<file path="src/logic/bridgePkg.sv">
`default_nettype none

package bridgePkg;

  // ~~~~~~~~~~~~~~~~~~~~~~~~~~~~~~
  // bus widths
  // ~~~~~~~~~~~~~~~~~~~~~~~~~~~~~~
  typedef logic [31:0] addrT;
  typedef logic [31:0] dataT;
  typedef logic [1:0]  htransT;

  // AHB transfer type codes.
  localparam htransT htransIdle   = 2'b00;
  localparam htransT htransBusy   = 2'b01;
  localparam htransT htransNonseq = 2'b10;
  localparam htransT htransSeq    = 2'b11;

  // ~~~~~~~~~~~~~~~~~~~~~~~~~~~~~~
  // peripheral slot map
  // ~~~~~~~~~~~~~~~~~~~~~~~~~~~~~~
  localparam int numSlots = 3;

  typedef logic [numSlots-1:0] slotSelT;

  localparam addrT slotBase0 = 32'h0100_0400;
  localparam addrT slotBase1 = 32'h0100_0800;
  localparam addrT slotBase2 = 32'h0100_0c00;
  localparam addrT slotSpan  = 32'h0000_0400;

  typedef enum logic [2:0] {
    stIdle,
    stReadSetup,
    stReadAccess,
    stWriteData,
    stWriteSetup,
    stWriteAccess
  } bridgeStateT;

endpackage

`default_nettype wire

</file>
<file path="src/logic/bridgeCtrlIf.sv">
`default_nettype none
`timescale 1ns/10ps

// strobes and phase flags from the bridge FSM to the datapath.
interface bridgeCtrlIf;
  logic loadAddr;
  logic loadWdata;
  logic loadRdata;
  logic apbActive;
  logic apbAccess;

  modport ctrl (
    output loadAddr,
    output loadWdata,
    output loadRdata,
    output apbActive,
    output apbAccess
  );

  modport data (
    input loadAddr,
    input loadWdata,
    input loadRdata,
    input apbActive,
    input apbAccess
  );
endinterface

`default_nettype wire

</file>
<file path="src/logic/bridgeControl.sv">
`default_nettype none
`timescale 1ns/10ps

module bridgeControl (
  input  logic              Jal5h,
  input  logic              Oal5h,
  input  logic              hsel,
  input  logic              hready,
  input  logic              hwrite,
  input  logic              pclkEn,
  input  bridgePkg::htransT htrans,
  bridgeCtrlIf.ctrl         ctrl,
  output logic              hreadyResp,
  output logic              penable,
  output logic              pwrite
);
  import bridgePkg::*;

  bridgeStateT state;
  bridgeStateT stateNext;
  logic        transValid;
  logic        accept;

  // only NONSEQ and SEQ carry a real transfer.
  assign transValid = (htrans == htransNonseq) || (htrans == htransSeq);

  // a transfer is taken only while the bridge itself signals ready.
  assign accept = hsel && hready && hreadyResp && transValid;

  // ~~~~~~~~~~~~~~~~~~~~~~~~~~~~~~
  // next state
  // ~~~~~~~~~~~~~~~~~~~~~~~~~~~~~~
  always_comb begin
    stateNext = state;
    case (state)
      stIdle: begin
        if (accept) begin
          stateNext = hwrite ? stWriteData : stReadSetup;
        end
      end
      stReadSetup: begin
        if (pclkEn) begin
          stateNext = stReadAccess;
        end
      end
      stReadAccess: begin
        if (pclkEn) begin
          stateNext = stIdle;
        end
      end
      // write data arrives one cycle after the address phase.
      stWriteData: begin
        stateNext = stWriteSetup;
      end
      stWriteSetup: begin
        if (pclkEn) begin
          stateNext = stWriteAccess;
        end
      end
      stWriteAccess: begin
        if (pclkEn) begin
          stateNext = stIdle;
        end
      end
      default: begin
        stateNext = stIdle;
      end
    endcase
  end

  always_ff @(posedge Jal5h or negedge Oal5h) begin
    if (!Oal5h) begin
      state      <= stIdle;
      hreadyResp <= 1'b1;
      penable    <= 1'b0;
    end else begin
      state      <= stateNext;
      hreadyResp <= (stateNext == stIdle);
      penable    <= (stateNext == stReadAccess) || (stateNext == stWriteAccess);
    end
  end

  // pwrite stays put after the transfer until a new one is accepted.
  always_ff @(posedge Jal5h or negedge Oal5h) begin
    if (!Oal5h) begin
      pwrite <= 1'b0;
    end else if (accept) begin
      pwrite <= 1'b0;
    end else if (state == stWriteData) begin
      pwrite <= 1'b1;
    end
  end

  // ~~~~~~~~~~~~~~~~~~~~~~~~~~~~~~
  // datapath strobes
  // ~~~~~~~~~~~~~~~~~~~~~~~~~~~~~~
  assign ctrl.loadAddr  = accept;
  assign ctrl.loadWdata = (state == stWriteData);
  assign ctrl.loadRdata = (state == stReadAccess) && pclkEn;

  assign ctrl.apbActive = (state == stReadSetup) || (state == stReadAccess) ||
                          (state == stWriteSetup) || (state == stWriteAccess);
  assign ctrl.apbAccess = (state == stReadAccess) || (state == stWriteAccess);

endmodule

`default_nettype wire

</file>
<file path="src/logic/transferRegs.sv">
`default_nettype none
`timescale 1ns/10ps

module transferRegs (
  input  logic            Jal5h,
  input  logic            Oal5h,
  input  bridgePkg::addrT haddr,
  input  bridgePkg::dataT hwdata,
  input  bridgePkg::dataT slotRdata,
  bridgeCtrlIf.data       regs,
  output bridgePkg::addrT paddr,
  output bridgePkg::dataT pwdata,
  output bridgePkg::dataT hrdata
);

  // ~~~~~~~~~~~~~~~~~~~~~~~~~~~~~~
  // AHB side to APB side
  // ~~~~~~~~~~~~~~~~~~~~~~~~~~~~~~

  // address is captured in the AHB address phase and drives paddr directly.
  always_ff @(posedge Jal5h or negedge Oal5h) begin
    if (!Oal5h) begin
      paddr <= '0;
    end else if (regs.loadAddr) begin
      paddr <= haddr;
    end
  end

  // hwdata is valid in the cycle after the address phase.
  always_ff @(posedge Jal5h or negedge Oal5h) begin
    if (!Oal5h) begin
      pwdata <= '0;
    end else if (regs.loadWdata) begin
      pwdata <= hwdata;
    end
  end

  // ~~~~~~~~~~~~~~~~~~~~~~~~~~~~~~
  // APB side to AHB side
  // ~~~~~~~~~~~~~~~~~~~~~~~~~~~~~~

  // read data is sampled at the end of the access phase and held for the master.
  always_ff @(posedge Jal5h or negedge Oal5h) begin
    if (!Oal5h) begin
      hrdata <= '0;
    end else if (regs.loadRdata) begin
      hrdata <= slotRdata;
    end
  end

endmodule

`default_nettype wire

</file>
<file path="src/logic/apbSlotDecode.sv">
`default_nettype none
`timescale 1ns/10ps

module apbSlotDecode (
  input  bridgePkg::addrT paddr,
  input  bridgePkg::dataT prdataS0,
  input  bridgePkg::dataT prdataS1,
  input  bridgePkg::dataT prdataS2,
  bridgeCtrlIf.data       sel,
  output logic            pselS0,
  output logic            pselS1,
  output logic            pselS2,
  output bridgePkg::dataT slotRdata
);
  import bridgePkg::*;

  slotSelT slotSel;

  function automatic logic inSlot(input addrT addr, input addrT base);
    inSlot = (addr >= base) && (addr < (base + slotSpan));
  endfunction

  assign slotSel[0] = inSlot(paddr, slotBase0);
  assign slotSel[1] = inSlot(paddr, slotBase1);
  assign slotSel[2] = inSlot(paddr, slotBase2);

  // psel covers both the setup and the access phase.
  assign pselS0 = slotSel[0] && sel.apbActive;
  assign pselS1 = slotSel[1] && sel.apbActive;
  assign pselS2 = slotSel[2] && sel.apbActive;

  // the slaves only present read data in the access phase. An unmapped
  // address reads as zero.
  always_comb begin
    slotRdata = '0;
    if (sel.apbAccess) begin
      if (slotSel[0]) begin
        slotRdata = prdataS0;
      end else if (slotSel[1]) begin
        slotRdata = prdataS1;
      end else if (slotSel[2]) begin
        slotRdata = prdataS2;
      end
    end
  end

endmodule

`default_nettype wire

</file>
<file path="src/logic/ahbApbBridge.sv">
`default_nettype none
`timescale 1ns/10ps

module ahbApbBridge (
  input  logic              Jal5h,
  input  logic              Oal5h,
  input  logic              hsel,
  input  logic              hready,
  input  logic              hwrite,
  input  bridgePkg::htransT htrans,
  input  bridgePkg::addrT   haddr,
  input  bridgePkg::dataT   hwdata,
  output logic              hreadyResp,
  output logic [1:0]        hresp,
  output bridgePkg::dataT   hrdata,
  input  logic              pclkEn,
  input  bridgePkg::dataT   prdataS0,
  input  bridgePkg::dataT   prdataS1,
  input  bridgePkg::dataT   prdataS2,
  output bridgePkg::addrT   paddr,
  output bridgePkg::dataT   pwdata,
  output logic              pwrite,
  output logic              penable,
  output logic              pselS0,
  output logic              pselS1,
  output logic              pselS2
);
  import bridgePkg::*;

  dataT slotRdata;

  bridgeCtrlIf ctrlBus ();

  // the bridge never signals an error, so the response is always OKAY.
  assign hresp = 2'b00;

  bridgeControl uControl (
    .Jal5h      (Jal5h),
    .Oal5h      (Oal5h),
    .hsel       (hsel),
    .hready     (hready),
    .hwrite     (hwrite),
    .pclkEn     (pclkEn),
    .htrans     (htrans),
    .ctrl       (ctrlBus.ctrl),
    .hreadyResp (hreadyResp),
    .penable    (penable),
    .pwrite     (pwrite)
  );

  transferRegs uRegs (
    .Jal5h     (Jal5h),
    .Oal5h     (Oal5h),
    .haddr     (haddr),
    .hwdata    (hwdata),
    .slotRdata (slotRdata),
    .regs      (ctrlBus.data),
    .paddr     (paddr),
    .pwdata    (pwdata),
    .hrdata    (hrdata)
  );

  apbSlotDecode uDecode (
    .paddr     (paddr),
    .prdataS0  (prdataS0),
    .prdataS1  (prdataS1),
    .prdataS2  (prdataS2),
    .sel       (ctrlBus.data),
    .pselS0    (pselS0),
    .pselS1    (pselS1),
    .pselS2    (pselS2),
    .slotRdata (slotRdata)
  );

endmodule

`default_nettype wire

</file>
<file path="config.mk">
export PLATFORM = sky130hd
export DESIGN_NAME = ahbApbBridge
export DESIGN_NICKNAME = d
export VERILOG_FILES = /design/src/logic/bridgePkg.sv /design/src/logic/bridgeCtrlIf.sv /design/src/logic/bridgeControl.sv /design/src/logic/transferRegs.sv /design/src/logic/apbSlotDecode.sv /design/src/logic/ahbApbBridge.sv
export SDC_FILE = /design/constraint.sdc
export NUM_CORES = 1
export LEC_CHECK = 0
export BUFFER_PORTS_ARGS = -buffer_cell sky130_fd_sc_hd__buf_2
export CORE_MARGIN = 2
export CORE_UTILIZATION = 40
export CTS_CLUSTER_DIAMETER = 150
export DETAILED_ROUTE_END_ITERATION = 8
export HOLD_SLACK_MARGIN = 0.15
export PLACE_DENSITY = 0.71
export SYNTH_ARGS = -nofsm -noshare
export SYNTH_HDL_FRONTEND = slang
export SYNTH_HIERARCHICAL = 1
export SYNTH_SLANG_ARGS = --single-unit
export TNS_END_PERCENT = 1
</file>
<file path="constraint.sdc">
create_clock -name Jal5h -period 3.2 [get_ports Jal5h]
set_input_delay 0.32 -clock Jal5h [delete_from_list [all_inputs] [get_ports Jal5h]]
set_output_delay 0.32 -clock Jal5h [all_outputs]
set_load 0.005 [all_outputs]
</file>
==> out/qor.txt, run 1 <==
fill count - 1,176
DR vias - 4,020
Post-DP HPWL - 9988 um
H-tree depth - 3
CTS tree - yes
RSZ-0062 raised after global routing - false
initial antenna violation count - 0
final hold vios - 0
Mean Syn Cell Area - 14.99 um2
CTS Buf Count - 9
ant diodes - 0
Synth Area in Compound Gates - 0.06134
outcome - finished, final reports clean
Setup Crit Path Kind - reg2out
Post-synth top flop - dfrtp_1
critical path required time - 2.88 ns
Max-slew headroom - 0.2820
Tot GR Track Use - 0.1754
Synth cell types - 42
WL/cell - 16.64 um
synthesized flop and latch total - 102
P_leak - 3.596 nW
clock latency at the later pin of the worst-skew pair - 0.35 ns
worst slew pin tran - 1.077 ns
CP endpoint kind - primary output
min Tclk post-route - 2.420 ns
Core ar. - 13,830 um2
Post-Synthesis Cells - 377
Finished Core Util - 0.5223
Buffers on Ports - 268
XOR/XNOR Fraction of Synth Area - 0.003100
First DRT Iteration DRCs - 125
Fin Hold WS - 0.1723 ns
antenna viol nets, final - 0
post-DR vias/cell - 4.926
grt total ovfl - 0
mux cell area share after synthesis - 0.3129
worst-path maximum fanout - 19
largest family of logic cells by synthesized area - multiplexers
Synth Cell Area - 5650 um2
Pwr Density - 782.2 nW/um2
first-pass GRT wire length - 20,510 um
Clock Root Buffer - clkbuf_16
skew final - 0.009078 ns
die area - 15,090 um2
final worst path period share - 0.7563
setup TNS - 0 ns
CP cell instances - nor4_4, nand4_4, nor3_1, buf_2
Adder-Cell Fraction of Synth Area - 0
Min-Delay Path Class - in2async
Max stage delay cell, worst path - nor4_4
sequential share of the synthesized area - 0.4519
CP delay by family, top - simple AND/OR/NAND/NOR gates
Initial Utilization - 0.4087
GPL Wtd Cong - 0.7261
top-area cell type share of the netlist area - 0.4473
asr flop ratio synth - 1.000
Yosys top cell by area - dfrtp_1
num rows - 43
Post-synth EDFFs - 0
Synth area leaders - dfrtp_1, mux2_4, mux2_2
Die Width - 122.9 um
vias in the first global route - 4,036
Die Ht - 122.9 um
Max clock buf depth - 2
total power - 5.649 mW
# clock sinks - 102
Critical Path Start Type - flop
# nets final - 799
post-cts resize count - 0
WL final - 13,580 um
# hold bufs at CTS - 0
Worst path max stage delay - 0.43 ns
yosys synthesis warning count - 6
largest net degree at the start of global routing - 89
crit path DAT - 2.10 ns
Max Clk Rate - 413.2 MHz
Setup Viol. Count Final - 0
PnR worst setup slack - 0.7798 ns
Post CTS Setup Buffer Count - 0
Pins Over Slew Limit - 0
DR DRC count - 0
layout cells sized above 1 - 0.7358
Syn-to-layout area delta - 27.81%
Reg clk slew, reported paths - 0.07 ns
simple-gate portion of the synthesized area - 0.09743
Worst VDD drop - 590.9 uV
# IOs - 272
Worst Path Buf+Inv - 1
DRT Pass-1 Iters - 4
Post-Place Setup Slack - 0.9677 ns
max-cap violations - 0
[registers in the layout, indices dropped and copies added (netlist names)]
| signal | flops |
|---|---|
| uControl/pwrite | 1 |
| uControl/penable | 1 |
| uRegs/pwdata | 32 |
| uRegs/paddr | 32 |
| uControl/hreadyResp | 1 |
| uRegs/hrdata | 32 |
| uControl/state | 3 |
[layout by cell type, fill, tap and decap left out, types with 2 or more instances in the layout]
master | synthesis | layout
a22oi_1 | 32 | 32
buf_4 | 4 | 11
mux2_2 | 37 | 37
dfrtp_1 | 101 | 101
inv_1 | 3 | 3
nand2_1 | 3 | 3
a21o_2 | 2 | 2
nor3_2 | 28 | 28
xnor2_1 | 2 | 2
nor2b_1 | 3 | 2
conb_1 | 1 | 2
clkbuf_16 | 0 | 9
nor4_4 | 3 | 3
inv_8 | 0 | 2
mux2_4 | 90 | 90
clkinvlp_4 | 0 | 2
nor2_1 | 8 | 8
buf_2 | 7 | 267
nand3_1 | 2 | 2
nor3_1 | 4 | 4
[routing by layer]
| metal | track usage | vias to the layer above | wire (um) |
|---|---|---|---|
| li1 | - | 1886 | - |
| met1 | 0.2129 | 1939 | 5400 |
| met2 | 0.3001 | 170 | 6880 |
| met3 | 0.03625 | 25 | 966 |
| met4 | 0.07615 | 0 | 330 |
| met5 | 0 | - | 0 |
[final cells by class]
type	instances	area [um2]	share of cell area
tap	180	225.2	0.03119
sequential	102	2554	0.3536
multi-input combinational	236	2694	0.3730
clock inverter	6	76.32	0.01057
timing repair buffer	278	1419	0.1965
clock buffer	10	239.0	0.03309
inverter	4	15.01	0.002079
[worst paths after layout]
kind | from | endpoint | slack (ns) | cells after the start
worst min register to register | uControl/pwrite | uControl/pwrite | 0.51 | 2
max in group asynchronous | Oal5h | uRegs/hrdata[28] | 2.19 | 2
worst max-delay path | uRegs/paddr[21] | pselS2 | 0.78 | 4
worst max register to register | uControl/state[1] | uRegs/hrdata[30] | 1.01 | 5
min in group Jal5h | haddr[9] | uRegs/paddr[9] | 0.20 | 2
worst min-delay path | Oal5h | uRegs/pwdata[19] | 0.17 | 1
[kinds of logic (layout without fill, tap and decap cells)]
logic type | Yosys count | in the layout
compound gates | 44 | 44
xor+xnor | 2 | 2
buf+inv | 40 | 298
flops | 102 | 102
mux | 127 | 127
other cells | 1 | 2
simple gates | 61 | 61
[through the flow]
stage,area [um2],instances
after CTS,7222,816
after global placement,6907,800
after floorplan,5654,378
final,7222,816
after detailed placement,6907,800
after global routing,7222,816
[cells in the mapped netlist, types with 2 or more instances]
master    count
dfrtp_1     101
mux2_4       90
mux2_2       37
a22oi_1      32
nor3_2       28
buf_6        12
buf_12        9
nor2_1        8
buf_2         7
buf_4         4
clkbuf_1      4
nor3_1        4
inv_1         3
nand2_1       3
nor2b_1       3
nor4_4        3
a21o_2        2
nand3_1       2
xnor2_1       2
[report_power, final]
part / internal, mW / switching, mW
clock network: 0.642 / 0.508
logic: 1.37 / 1.01
registers: 1.74 / 0.375
total: 3.75 / 1.90
Power figures use the tool's default switching activity.
==> inputs of run 2 (changes only) <==
- clock period: 3.2 -> 2.3 ns (I/O delays scaled with it)
==> run 2 against run 1 <==
  * Utilization increased by 5.5 points
  * Combinational power rose by 46%
  * Register-to-register slack got worse by 0.54 ns
  * Design area is 11% higher
  * Sequential share of layout area shrank 3.4 points
  * Count of clock-buffer cells in the layout is the same
  * Worst setup slack lost 0.58 ns
  * Clock skew is essentially flat
  * Largest cell class unchanged
  * Largest power group unchanged
==> out/qor.txt, run 2 (synthesis gave the netlist of run 1 again) <==
Die Ht - 122.9 um
Buffers on Ports - 268
Worst VDD drop - 825.1 uV
First DRT Iteration DRCs - 201
Setup Crit Path Kind - reg2out
min Tclk post-route - 2.101 ns
post-cts resize count - 0
Post CTS Setup Buffer Count - 0
DRT Pass-1 Iters - 4
max-cap violations - 0
total power - 8.060 mW
final hold vios - 0
Post-DP HPWL - 10,080 um
Max stage delay cell, worst path - dfrtp_1
vias in the first global route - 4,515
fill count - 1,114
Reg clk slew, reported paths - 0.07 ns
DR DRC count - 0
Tot GR Track Use - 0.1892
final worst path period share - 0.9136
most frequent cells in the layout - buf_2, dfrtp_1, mux2_4, dlygate4sd3_1, mux2_2
GPL Wtd Cong - 0.7084
Finished Core Util - 0.5774
ant diodes - 0
H-tree depth - 3
grt total ovfl - 0
Pwr Density - 1009 nW/um2
crit path DAT - 1.87 ns
P_leak - 3.912 nW
Setup Viol. Count Final - 0
Critical Path Start Type - flop
num rows - 43
Die Width - 122.9 um
skew final - 0.009244 ns
Syn-to-layout area delta - 41.30%
worst-path maximum fanout - 21
DR vias - 4,301
Min-Delay Path Class - in2reg
post-DR vias/cell - 4.865
Fin Hold WS - 0.1970 ns
layout cells sized above 1 - 0.6690
CP cell instances - nor4_4, nand4_4, buf_4, nor2_1, buf_2
WL final - 14,480 um
Max clock buf depth - 2
WL/cell - 16.38 um
Initial Utilization - 0.4087
Worst path max stage delay - 0.42 ns
Clock Root Buffer - clkbuf_16
CP endpoint kind - primary output
die area - 15,090 um2
RSZ-0062 raised after global routing - false
critical path required time - 2.07 ns
Pins Over Slew Limit - 0
Max Clk Rate - 475.9 MHz
CTS tree - yes
commonest non-fill, non-tap cell in the layout - buf_2
Worst Hold Depth - 2
initial antenna violation count - 0
CTS Buf Count - 9
Core ar. - 13,830 um2
first-pass GRT wire length - 22,290 um
biggest regs - uRegs/hrdata: 32 flops, uRegs/paddr: 32 flops, uRegs/pwdata: 32 flops
setup TNS - 0 ns
cell count of the worst reg-to-reg path - 4
largest net degree at the start of global routing - 48
PnR worst setup slack - 0.1987 ns
storage element area - 2554 um2
clock latency at the later pin of the worst-skew pair - 0.35 ns
# nets final - 867
area of the multi-input gates - 2694 um2
antenna viol nets, final - 0
Post-Place Setup Slack - 0.4839 ns
# clock sinks - 102
# IOs - 272
outcome - finished, final reports clean
## run 2: critical path, delay by kind of cell (launching register included)
| kind | cells | cell delay (ns) |
|---|---|---|
| AND/OR/NAND/NOR | 3 | 0.70 |
| buffers and inverters | 2 | 0.40 |
| flip-flops | 1 | 0.42 |
## run 2: final timing paths
path	startpoint	to	slack, ns
hold reg to reg	uControl/pwrite	uControl/pwrite	0.50
setup reg to reg	uControl/state[1]	uRegs/hrdata[0]	0.47
hold / removal	pclkEn	uControl/penable	0.20
setup / recovery	uRegs/paddr[21]	pselS0	0.20
min in group asynchronous	Oal5h	uRegs/pwdata[17]	0.38
max in group asynchronous	Oal5h	uControl/hreadyResp	1.24
## run 2: report_power, final
part | leakage (nW) | switching (mW) | total [mW] | internal [mW]
Combinational | 2.47 | 1.42 | 3.48 | 2.06
Sequential | 1.29 | 0.565 | 2.98 | 2.42
Clock | 0.153 | 0.708 | 1.60 | 0.893
Total | 3.91 | 2.69 | 8.06 | 5.37
## run 2: area by class of cell
cell class | instances | share of cell area
Inverter | 4 | 0.001881
Sequential cell | 102 | 0.3199
Tap cell | 180 | 0.02821
Timing Repair Buffer | 346 | 0.2730
Clock buffer | 10 | 0.02993
Multi-Input combinational cell | 236 | 0.3374
Clock inverter | 6 | 0.009716
## run 2: metal layers
metal  vias to the layer above  GRT usage  share of wire
met5                         -          0              0
met4                         0    0.06250          0.022
met3                        25    0.04600          0.066
met2                       159     0.3377           0.52
met1                      2098     0.2213           0.39
li1                       2019          -              -
## run 2: what timing repair did
action                     in CTS  in global routing
setup endpoints to repair       0                  0
hold endpoints to repair       97                  0
hold buffers                   65                  0
## run 2: stage by stage
stage | area (um2) | std cells
after global routing | 7984 | 884
final | 7984 | 884
after global placement | 7017 | 803
after detailed placement | 7017 | 803
after floorplan | 5654 | 378
after CTS | 7984 | 884
